### src/logic/leaf_pkg.sv
package leaf_pkg;

    // packet field widths
    localparam int LEAF_BITS    = 5;
    localparam int PORT_BITS    = 4;
    localparam int ADDR_BITS    = 7;
    localparam int PAYLOAD_BITS = 32;

    // valid bit plus the four fields
    localparam int PACKET_BITS = 1 + LEAF_BITS + PORT_BITS + ADDR_BITS + PAYLOAD_BITS;

    // ports 0 and 1 are configuration, input ports start at 2, output ports at 9
    localparam int FIRST_IN_PORT  = 2;
    localparam int FIRST_OUT_PORT = 9;

    // network packet, msb first
    typedef struct packed {
        logic                    valid;
        logic [LEAF_BITS-1:0]    leaf;
        logic [PORT_BITS-1:0]    port;
        logic [ADDR_BITS-1:0]    addr;
        logic [PAYLOAD_BITS-1:0] payload;
    } bft_packet_t;

    // what the decoder made of an incoming packet
    typedef enum logic [1:0] {
        PKT_DROP,
        PKT_CONFIG,
        PKT_IN_DATA
    } packet_kind_e;

    // transmit side toward the network
    typedef enum logic [1:0] {
        TX_IDLE,
        TX_SENT,
        TX_HOLD
    } tx_state_e;

endpackage

### src/logic/packet_if.sv
`timescale 1ns/10ps

interface packet_if
    import leaf_pkg::*;
();

    // registered copy of the network packet
    bft_packet_t          pkt;
    packet_kind_e         kind;
    // input port number relative to FIRST_IN_PORT
    logic [PORT_BITS-1:0] in_index;
    // one cycle per decoded packet that is not dropped
    logic                 strobe;

    modport source (
        output pkt,
        output kind,
        output in_index,
        output strobe
    );

    modport sink (
        input pkt,
        input kind,
        input in_index,
        input strobe
    );

endinterface

### src/logic/packet_decoder.sv
`timescale 1ns/10ps

module packet_decoder
    import leaf_pkg::*;
#(
    parameter int NUM_IN_PORTS = 1
) (
    input  logic        clk,
    input  logic        reset,
    input  bft_packet_t din_bft,
    packet_if.source    dec
);

    packet_kind_e         kind_next;
    logic [PORT_BITS-1:0] index_next;
    logic                 in_range;

    // input ports occupy FIRST_IN_PORT up to the configured count,
    // never reaching into the output port range
    always_comb begin
        in_range = (int'(din_bft.port) >= FIRST_IN_PORT)
                && (int'(din_bft.port) < FIRST_IN_PORT + NUM_IN_PORTS)
                && (int'(din_bft.port) < FIRST_OUT_PORT);
        index_next = din_bft.port - PORT_BITS'(FIRST_IN_PORT);

        if (!din_bft.valid) begin
            kind_next = PKT_DROP;
        end else if (int'(din_bft.port) < FIRST_IN_PORT) begin
            // ports 0 and 1 carry table writes
            kind_next = PKT_CONFIG;
        end else if (in_range) begin
            kind_next = PKT_IN_DATA;
        end else begin
            // output ports and unused input ports
            kind_next = PKT_DROP;
        end
    end

    // packet fields only mean something while strobe is high
    always_ff @(posedge clk) begin
        dec.pkt      <= din_bft;
        dec.kind     <= kind_next;
        dec.in_index <= index_next;
    end

    always_ff @(posedge clk) begin
        if (reset) begin
            dec.strobe <= 1'b0;
        end else begin
            dec.strobe <= (kind_next != PKT_DROP);
        end
    end

endmodule

### src/logic/port_config_table.sv
`timescale 1ns/10ps

module port_config_table
    import leaf_pkg::*;
#(
    parameter int NUM_OUT_PORTS = 2
) (
    input  logic                                    clk,
    input  logic                                    reset,
    packet_if.sink                                  dec,
    output logic [NUM_OUT_PORTS-1:0][LEAF_BITS-1:0] dest_leaf,
    output logic [NUM_OUT_PORTS-1:0][PORT_BITS-1:0] dest_port
);

    logic                 cfg_write;
    logic [LEAF_BITS-1:0] cfg_leaf;
    logic [PORT_BITS-1:0] cfg_port;

    // payload layout of a configuration packet: leaf in the low bits, port above it
    always_comb begin
        cfg_write = dec.strobe && (dec.kind == PKT_CONFIG);
        cfg_leaf  = dec.pkt.payload[LEAF_BITS-1:0];
        cfg_port  = dec.pkt.payload[LEAF_BITS +: PORT_BITS];
    end

    // addr picks the output port; an index with no matching entry writes nothing
    always_ff @(posedge clk) begin
        if (reset) begin
            dest_leaf <= '0;
            dest_port <= '0;
        end else if (cfg_write) begin
            for (int i = 0; i < NUM_OUT_PORTS; i++) begin
                if (dec.pkt.addr == ADDR_BITS'(i)) begin
                    dest_leaf[i] <= cfg_leaf;
                    dest_port[i] <= cfg_port;
                end
            end
        end
    end

endmodule

### src/logic/stream_flow_control.sv
`timescale 1ns/10ps

module stream_flow_control
    import leaf_pkg::*;
#(
    parameter int NUM_IN_PORTS  = 1,
    parameter int NUM_OUT_PORTS = 2,
    parameter int FIFO_DEPTH    = 4
) (
    input  logic                                       clk,
    input  logic                                       reset,
    packet_if.sink                                     dec,
    input  logic [NUM_OUT_PORTS-1:0][LEAF_BITS-1:0]    dest_leaf,
    input  logic [NUM_OUT_PORTS-1:0][PORT_BITS-1:0]    dest_port,
    output logic [NUM_IN_PORTS-1:0][PAYLOAD_BITS-1:0]  data_to_user,
    output logic [NUM_IN_PORTS-1:0]                    vld_to_user,
    input  logic [NUM_IN_PORTS-1:0]                    ack_from_user,
    input  logic [NUM_OUT_PORTS-1:0][PAYLOAD_BITS-1:0] data_from_user,
    input  logic [NUM_OUT_PORTS-1:0]                   vld_from_user,
    output logic [NUM_OUT_PORTS-1:0]                   ack_to_user,
    output bft_packet_t                                dout_bft,
    input  logic                                       resend,
    output logic [7:0]                                 drop_count
);

    localparam int PTR_BITS = (FIFO_DEPTH > 1) ? $clog2(FIFO_DEPTH) : 1;
    localparam int CNT_BITS = $clog2(FIFO_DEPTH + 1);

    logic [PAYLOAD_BITS-1:0] fifo_mem [NUM_IN_PORTS][FIFO_DEPTH];
    logic [PTR_BITS-1:0]     wr_ptr [NUM_IN_PORTS];
    logic [PTR_BITS-1:0]     rd_ptr [NUM_IN_PORTS];
    logic [CNT_BITS-1:0]     fill [NUM_IN_PORTS];
    logic [NUM_IN_PORTS-1:0] push;
    logic [NUM_IN_PORTS-1:0] full;
    logic [NUM_IN_PORTS-1:0] wr_en;
    logic [NUM_IN_PORTS-1:0] pop;
    logic                    drop;

    tx_state_e                tx_state;
    logic [ADDR_BITS-1:0]     seq_num [NUM_OUT_PORTS];
    logic [NUM_OUT_PORTS-1:0] eligible;
    logic [NUM_OUT_PORTS-1:0] grant;
    bft_packet_t              tx_pkt;
    bft_packet_t              last_pkt;

    function automatic logic [PTR_BITS-1:0] next_ptr(input logic [PTR_BITS-1:0] ptr);
        return (ptr == PTR_BITS'(FIFO_DEPTH - 1)) ? '0 : ptr + 1'b1;
    endfunction

    // receive side, one FIFO per input port
    always_comb begin
        for (int i = 0; i < NUM_IN_PORTS; i++) begin
            push[i]         = dec.strobe && (dec.kind == PKT_IN_DATA)
                           && (dec.in_index == PORT_BITS'(i));
            full[i]         = (fill[i] == CNT_BITS'(FIFO_DEPTH));
            wr_en[i]        = push[i] && !full[i];
            vld_to_user[i]  = (fill[i] != '0);
            pop[i]          = vld_to_user[i] && ack_from_user[i];
            data_to_user[i] = fifo_mem[i][rd_ptr[i]];
        end
        // a full FIFO loses the packet even if the user pops this cycle
        drop = |(push & full);
    end

    always_ff @(posedge clk) begin
        for (int i = 0; i < NUM_IN_PORTS; i++) begin
            if (wr_en[i]) begin
                fifo_mem[i][wr_ptr[i]] <= dec.pkt.payload;
            end
        end
    end

    always_ff @(posedge clk) begin
        if (reset) begin
            for (int i = 0; i < NUM_IN_PORTS; i++) begin
                wr_ptr[i] <= '0;
                rd_ptr[i] <= '0;
                fill[i]   <= '0;
            end
            drop_count <= '0;
        end else begin
            for (int i = 0; i < NUM_IN_PORTS; i++) begin
                if (wr_en[i]) begin
                    wr_ptr[i] <= next_ptr(wr_ptr[i]);
                end
                if (pop[i]) begin
                    rd_ptr[i] <= next_ptr(rd_ptr[i]);
                end
                if (wr_en[i] && !pop[i]) begin
                    fill[i] <= fill[i] + 1'b1;
                end else if (pop[i] && !wr_en[i]) begin
                    fill[i] <= fill[i] - 1'b1;
                end
            end
            // saturates rather than wrapping
            if (drop && (drop_count != 8'hff)) begin
                drop_count <= drop_count + 1'b1;
            end
        end
    end

    // transmit side; the port acked last cycle already gave its word
    always_comb begin
        eligible = vld_from_user;
        if (tx_state == TX_SENT) begin
            eligible = vld_from_user & ~ack_to_user;
        end
        // lowest set bit wins
        grant = eligible & (~eligible + 1'b1);

        tx_pkt       = '0;
        tx_pkt.valid = 1'b1;
        for (int j = 0; j < NUM_OUT_PORTS; j++) begin
            if (grant[j]) begin
                tx_pkt.leaf    = dest_leaf[j];
                tx_pkt.port    = dest_port[j];
                tx_pkt.addr    = seq_num[j];
                tx_pkt.payload = data_from_user[j];
            end
        end
    end

    always_ff @(posedge clk) begin
        if (reset) begin
            tx_state    <= TX_IDLE;
            dout_bft    <= '0;
            last_pkt    <= '0;
            ack_to_user <= '0;
            for (int j = 0; j < NUM_OUT_PORTS; j++) begin
                seq_num[j] <= '0;
            end
        end else if (resend) begin
            // network back-pressure, repeat and hold off the user
            tx_state    <= TX_HOLD;
            dout_bft    <= last_pkt;
            ack_to_user <= '0;
        end else if (|grant) begin
            tx_state    <= TX_SENT;
            dout_bft    <= tx_pkt;
            last_pkt    <= tx_pkt;
            ack_to_user <= grant;
            for (int j = 0; j < NUM_OUT_PORTS; j++) begin
                if (grant[j]) begin
                    seq_num[j] <= seq_num[j] + 1'b1;
                end
            end
        end else begin
            tx_state    <= TX_IDLE;
            dout_bft    <= '0;
            ack_to_user <= '0;
        end
    end

endmodule

### src/logic/leaf_interface.sv
`timescale 1ns/10ps

module leaf_interface
    import leaf_pkg::*;
#(
    parameter int NUM_IN_PORTS  = 1,
    parameter int NUM_OUT_PORTS = 2,
    parameter int FIFO_DEPTH    = 4
) (
    input  logic                                       clk,
    input  logic                                       reset,
    // network side
    input  logic [PACKET_BITS-1:0]                     din_bft,
    output logic [PACKET_BITS-1:0]                     dout_bft,
    input  logic                                       resend,
    // toward the user
    output logic [NUM_IN_PORTS-1:0][PAYLOAD_BITS-1:0]  data_to_user,
    output logic [NUM_IN_PORTS-1:0]                    vld_to_user,
    input  logic [NUM_IN_PORTS-1:0]                    ack_from_user,
    // from the user
    input  logic [NUM_OUT_PORTS-1:0][PAYLOAD_BITS-1:0] data_from_user,
    input  logic [NUM_OUT_PORTS-1:0]                   vld_from_user,
    output logic [NUM_OUT_PORTS-1:0]                   ack_to_user,
    output logic [7:0]                                 drop_count
);

    packet_if dec_if ();

    logic [NUM_OUT_PORTS-1:0][LEAF_BITS-1:0] dest_leaf;
    logic [NUM_OUT_PORTS-1:0][PORT_BITS-1:0] dest_port;

    packet_decoder #(
        .NUM_IN_PORTS (NUM_IN_PORTS)
    ) i_packet_decoder (
        .clk     (clk),
        .reset   (reset),
        .din_bft (din_bft),
        .dec     (dec_if.source)
    );

    port_config_table #(
        .NUM_OUT_PORTS (NUM_OUT_PORTS)
    ) i_port_config_table (
        .clk       (clk),
        .reset     (reset),
        .dec       (dec_if.sink),
        .dest_leaf (dest_leaf),
        .dest_port (dest_port)
    );

    stream_flow_control #(
        .NUM_IN_PORTS  (NUM_IN_PORTS),
        .NUM_OUT_PORTS (NUM_OUT_PORTS),
        .FIFO_DEPTH    (FIFO_DEPTH)
    ) i_stream_flow_control (
        .clk            (clk),
        .reset          (reset),
        .dec            (dec_if.sink),
        .dest_leaf      (dest_leaf),
        .dest_port      (dest_port),
        .data_to_user   (data_to_user),
        .vld_to_user    (vld_to_user),
        .ack_from_user  (ack_from_user),
        .data_from_user (data_from_user),
        .vld_from_user  (vld_from_user),
        .ack_to_user    (ack_to_user),
        .dout_bft       (dout_bft),
        .resend         (resend),
        .drop_count     (drop_count)
    );

endmodule

### config.mk
export PLATFORM = sky130hd
export DESIGN_NAME = leaf_interface
export DESIGN_NICKNAME = d
export VERILOG_FILES = /design/src/logic/leaf_pkg.sv /design/src/logic/packet_if.sv /design/src/logic/packet_decoder.sv /design/src/logic/port_config_table.sv /design/src/logic/stream_flow_control.sv /design/src/logic/leaf_interface.sv
export SDC_FILE = /design/constraint.sdc
export NUM_CORES = 1
export LEC_CHECK = 0
export BUFFER_PORTS_ARGS = -buffer_cell sky130_fd_sc_hd__buf_2
export CAP_MARGIN = 20
export CORE_MARGIN = 3
export CORE_UTILIZATION = 50
export CTS_BUF_LIST = sky130_fd_sc_hd__clkbuf_4 sky130_fd_sc_hd__clkbuf_8 sky130_fd_sc_hd__clkbuf_16
export CTS_CLUSTER_SIZE = 24
export DETAILED_ROUTE_END_ITERATION = 8
export PLACE_DENSITY = 0.83
export SLEW_MARGIN = 0
export SYNTH_ARGS = -nofsm -noshare
export SYNTH_HDL_FRONTEND = slang
export SYNTH_SLANG_ARGS = --single-unit
export TNS_END_PERCENT = 20
### constraint.sdc
create_clock -name clk -period 6.3 [get_ports clk]
set_input_delay 0.315 -clock clk [delete_from_list [all_inputs] [get_ports clk]]
set_output_delay 0.315 -clock clk [all_outputs]
set_load 0.02 [all_outputs]
==> impl_metrics.tcl <==
set metrics [dict create \
    routabilityCongestion 0.775 \
    clk_latency_ns 0.54 \
    grt_first_pass_wirelength_um 38500 \
    fin_skew_ns 0.0134 \
    synth-edff-count 149 \
    final_core_util_pct 65.0 \
    diodes 0 \
    start_util_pct 51.8 \
    peakVddDrop_uv 222 \
    use_met1_pct 24.2 \
    worstPathArrival_ns 2.39 \
    port_buffers 205 \
    hold_class "in -> reg" \
    antenna_found_initial 0 \
    stdcell_area_um2 14400 \
    busiest_layer "met2" \
    core_area_um2 22200 \
    layout.cells.non_filler 1324 \
    drv_slew 0 \
    cp-start-kind "register" \
    fin_nets 1151 \
    p_leak_nw 5.85 \
    yosys-top-cells-count "dfxtp_1 (174), edfxtp_1 (149), a221o_1 (62), nor2_1 (56), and2_1 (36)" \
    post_drt_wl_per_cell_um 18.4 \
    gr-total-overflow 0 \
    max_freq_mhz 369 \
    yosys.area.top_type "edfxtp_1" \
    yosysSeqAreaShare_pct 69.4 \
    synthFlopType "dfxtp_1" \
    hold_buffers 59 \
    place_ws_ns 3.21 \
    holdWs_ns 0.0194 \
    fin_crit_sh_pct 43.0 \
    yosysTopAreaCellShare_pct 39.0 \
    drtIter0Drc 514 \
    rows 54 \
    critical_path.max_fanout 29 \
    avgSynthCellArea_um2 15.1 \
    tns_ns 0 \
    crit_path_max_incr_delay_ns 0.60 \
    ys_warn_count 0 \
    powerDensity_nw_per_um2 316 \
    cts_inserted_buffers 31 \
    cts_buffer_depth 3 \
    die_h_um 157 \
    syn_to_final_growth_pct 25.6 \
    hpwl_um 14400 \
    critPathTopFamily "buffers and inverters" \
    synthCells 760 \
    postCtsSetupBuffers 0 \
    cts_tree "yes" \
    vias_per_cell 5.59 \
    dieArea_um2 24800 \
    startpoint "i_stream_flow_control.rd_ptr[0][0]" \
    cap_violations 0 \
    finalWirelength_um 24300 \
    worst_slack_ns 3.59 \
    vias 7396 \
    synth.distinct_cells 54 \
    cts_resized 0 \
    reg2reg_from "i_stream_flow_control.tx_state[1]" \
    maxSlewHeadroom_pct 29.4 \
    drive_gt1_share_pct 30.3 \
    htree_levels 1 \
    ant_nets 0 \
    min_period_ns 2.71 \
    grt_max_degree 68 \
    path_class "reg -> out" \
    ys_seq_elements 323 \
    drt_first_pass_iters 5 \
    syn_nets 891 \
    finalSetupViolCount 0 \
    end_kind "output port" \
    dp.cells 1208 \
    finalHoldViolCount 0 \
    num_io_pins 211 \
    crit_required_ns 5.98 \
    place_area_um2 12700 \
    critPathSlowestCell "mux4_2" \
    critical_path.cell_chain "buf_4 -> mux4_2 -> buf_2" \
    synth.cell_area_um2 11500 \
    groute.usage.overall_pct 19.3 \
    grt.met2_usage_pct 33.5 \
    cp_num_buf_inv 2 \
    root_buffer "clkbuf_16" \
    min_from "data_from_user[31]" \
    worst_slew_pin_slew_ns 1.06 \
    drc_errors 0 \
    synth_area_leaders "edfxtp_1 (39%), dfxtp_1 (30%), mux4_2 (6.3%)" \
    path_clk_slew_ns 0.06 \
    clkSinkCount 323 \
    rsz0062_at_grt "false" \
    die_w_um 157 \
    p_total_mw 4.55 \
    status "completed" \
    synthArstFlopShare_pct 0 \
    synth_most_common_cell "dfxtp_1" \
    grt_pass1_vias 7613 \
    use_met3_pct 4.10 \
]
[layer usage]
metal | routed length, µm | up-vias
met2 | 12200 | 287
li1 | - | 3468
met5 | 0 | -
met1 | 9740 | 3592
met4 | 646 | 0
met3 | 1740 | 49
[cell usage in the layout (no fill, tap or decap), drive strengths merged, types with 2 or more instances in the layout]
master       synthesis  final
buf                 15    212
dfxtp              174    174
edfxtp             149    149
a221o               62     62
dlygate4sd3          0     59
nor2                56     56
clkbuf              29     44
and2                36     36
mux4                32     32
mux2i               19     19
nor3                17     17
nand2               15     15
inv                 11     15
a221oi              14     14
a22o                14     14
a21o                14     14
ha                  12     12
nand3               10     10
nand2b               8      8
clkinv               1      7
xor2                 6      6
and3                 6      6
xnor2                6      6
a21oi                6      6
and3b                5      5
nor4                 5      5
or4                  4      4
or2                  4      4
a22oi                3      3
a21bo                3      3
bufinv               0      3
o41ai                2      2
o31ai                2      2
nand4b               2      2
nand4                2      2
a211oi               2      2
[worst paths after layout]
kind                            slack, ns                                   to  cells past startpoint
worst max-delay path                 3.59                      data_to_user[7]                      3
worst min-delay path                 0.02   i_stream_flow_control.last_pkt[31]                      2
worst max register to register       3.72  i_stream_flow_control.seq_num[0][9]                      4
worst min register to register       0.45   i_stream_flow_control.last_pkt[42]                      1
[cells by family after synthesis]
| kind of cell | Yosys count | synth area share, % |
|---|---|---|
| adders and majority gates | 12 | 1.31 |
| muxes | 52 | 8.04 |
| xor gates and xnor gates | 12 | 0.916 |
| AOI/OAI and AO/OA | 130 | 10.3 |
| and+or+nand+nor | 175 | 8.06 |
| DFF | 323 | 69.4 |
| buffers and inverters | 56 | 2.03 |
[registers in the layout, indices dropped and copies added (netlist names), 3 cells and up]
signal,cells
i_stream_flow_control.drop_count,8
i_packet_decoder.dec.pkt,39
i_stream_flow_control.fifo_mem,128
i_packet_decoder.dec.in_index,4
i_stream_flow_control.fill,3
i_stream_flow_control.seq_num,14
i_port_config_table.dest_port,8
i_port_config_table.dest_leaf,10
i_stream_flow_control.dout_bft,49
i_stream_flow_control.last_pkt,49
[area by class of cell]
class	instances	area, µm²
tap	280	350
timing repair buffer	271	1670
clock inverter	13	143
multi-input combinational	381	3310
clock buffer	44	933
fill	1552	7750
inverter	12	45.0
sequential	323	7960
[power breakdown]
group | switching [mW] | leakage (nW) | total [mW] | internal, mW
combinational | 0.191 | 2.51 | 0.356 | 0.165
sequential | 0.0421 | 2.80 | 2.30 | 2.25
clock | 0.746 | 0.547 | 1.90 | 1.15
total | 0.979 | 5.85 | 4.55 | 3.57
No activity file was read; power rests on OpenSTA's default activity.
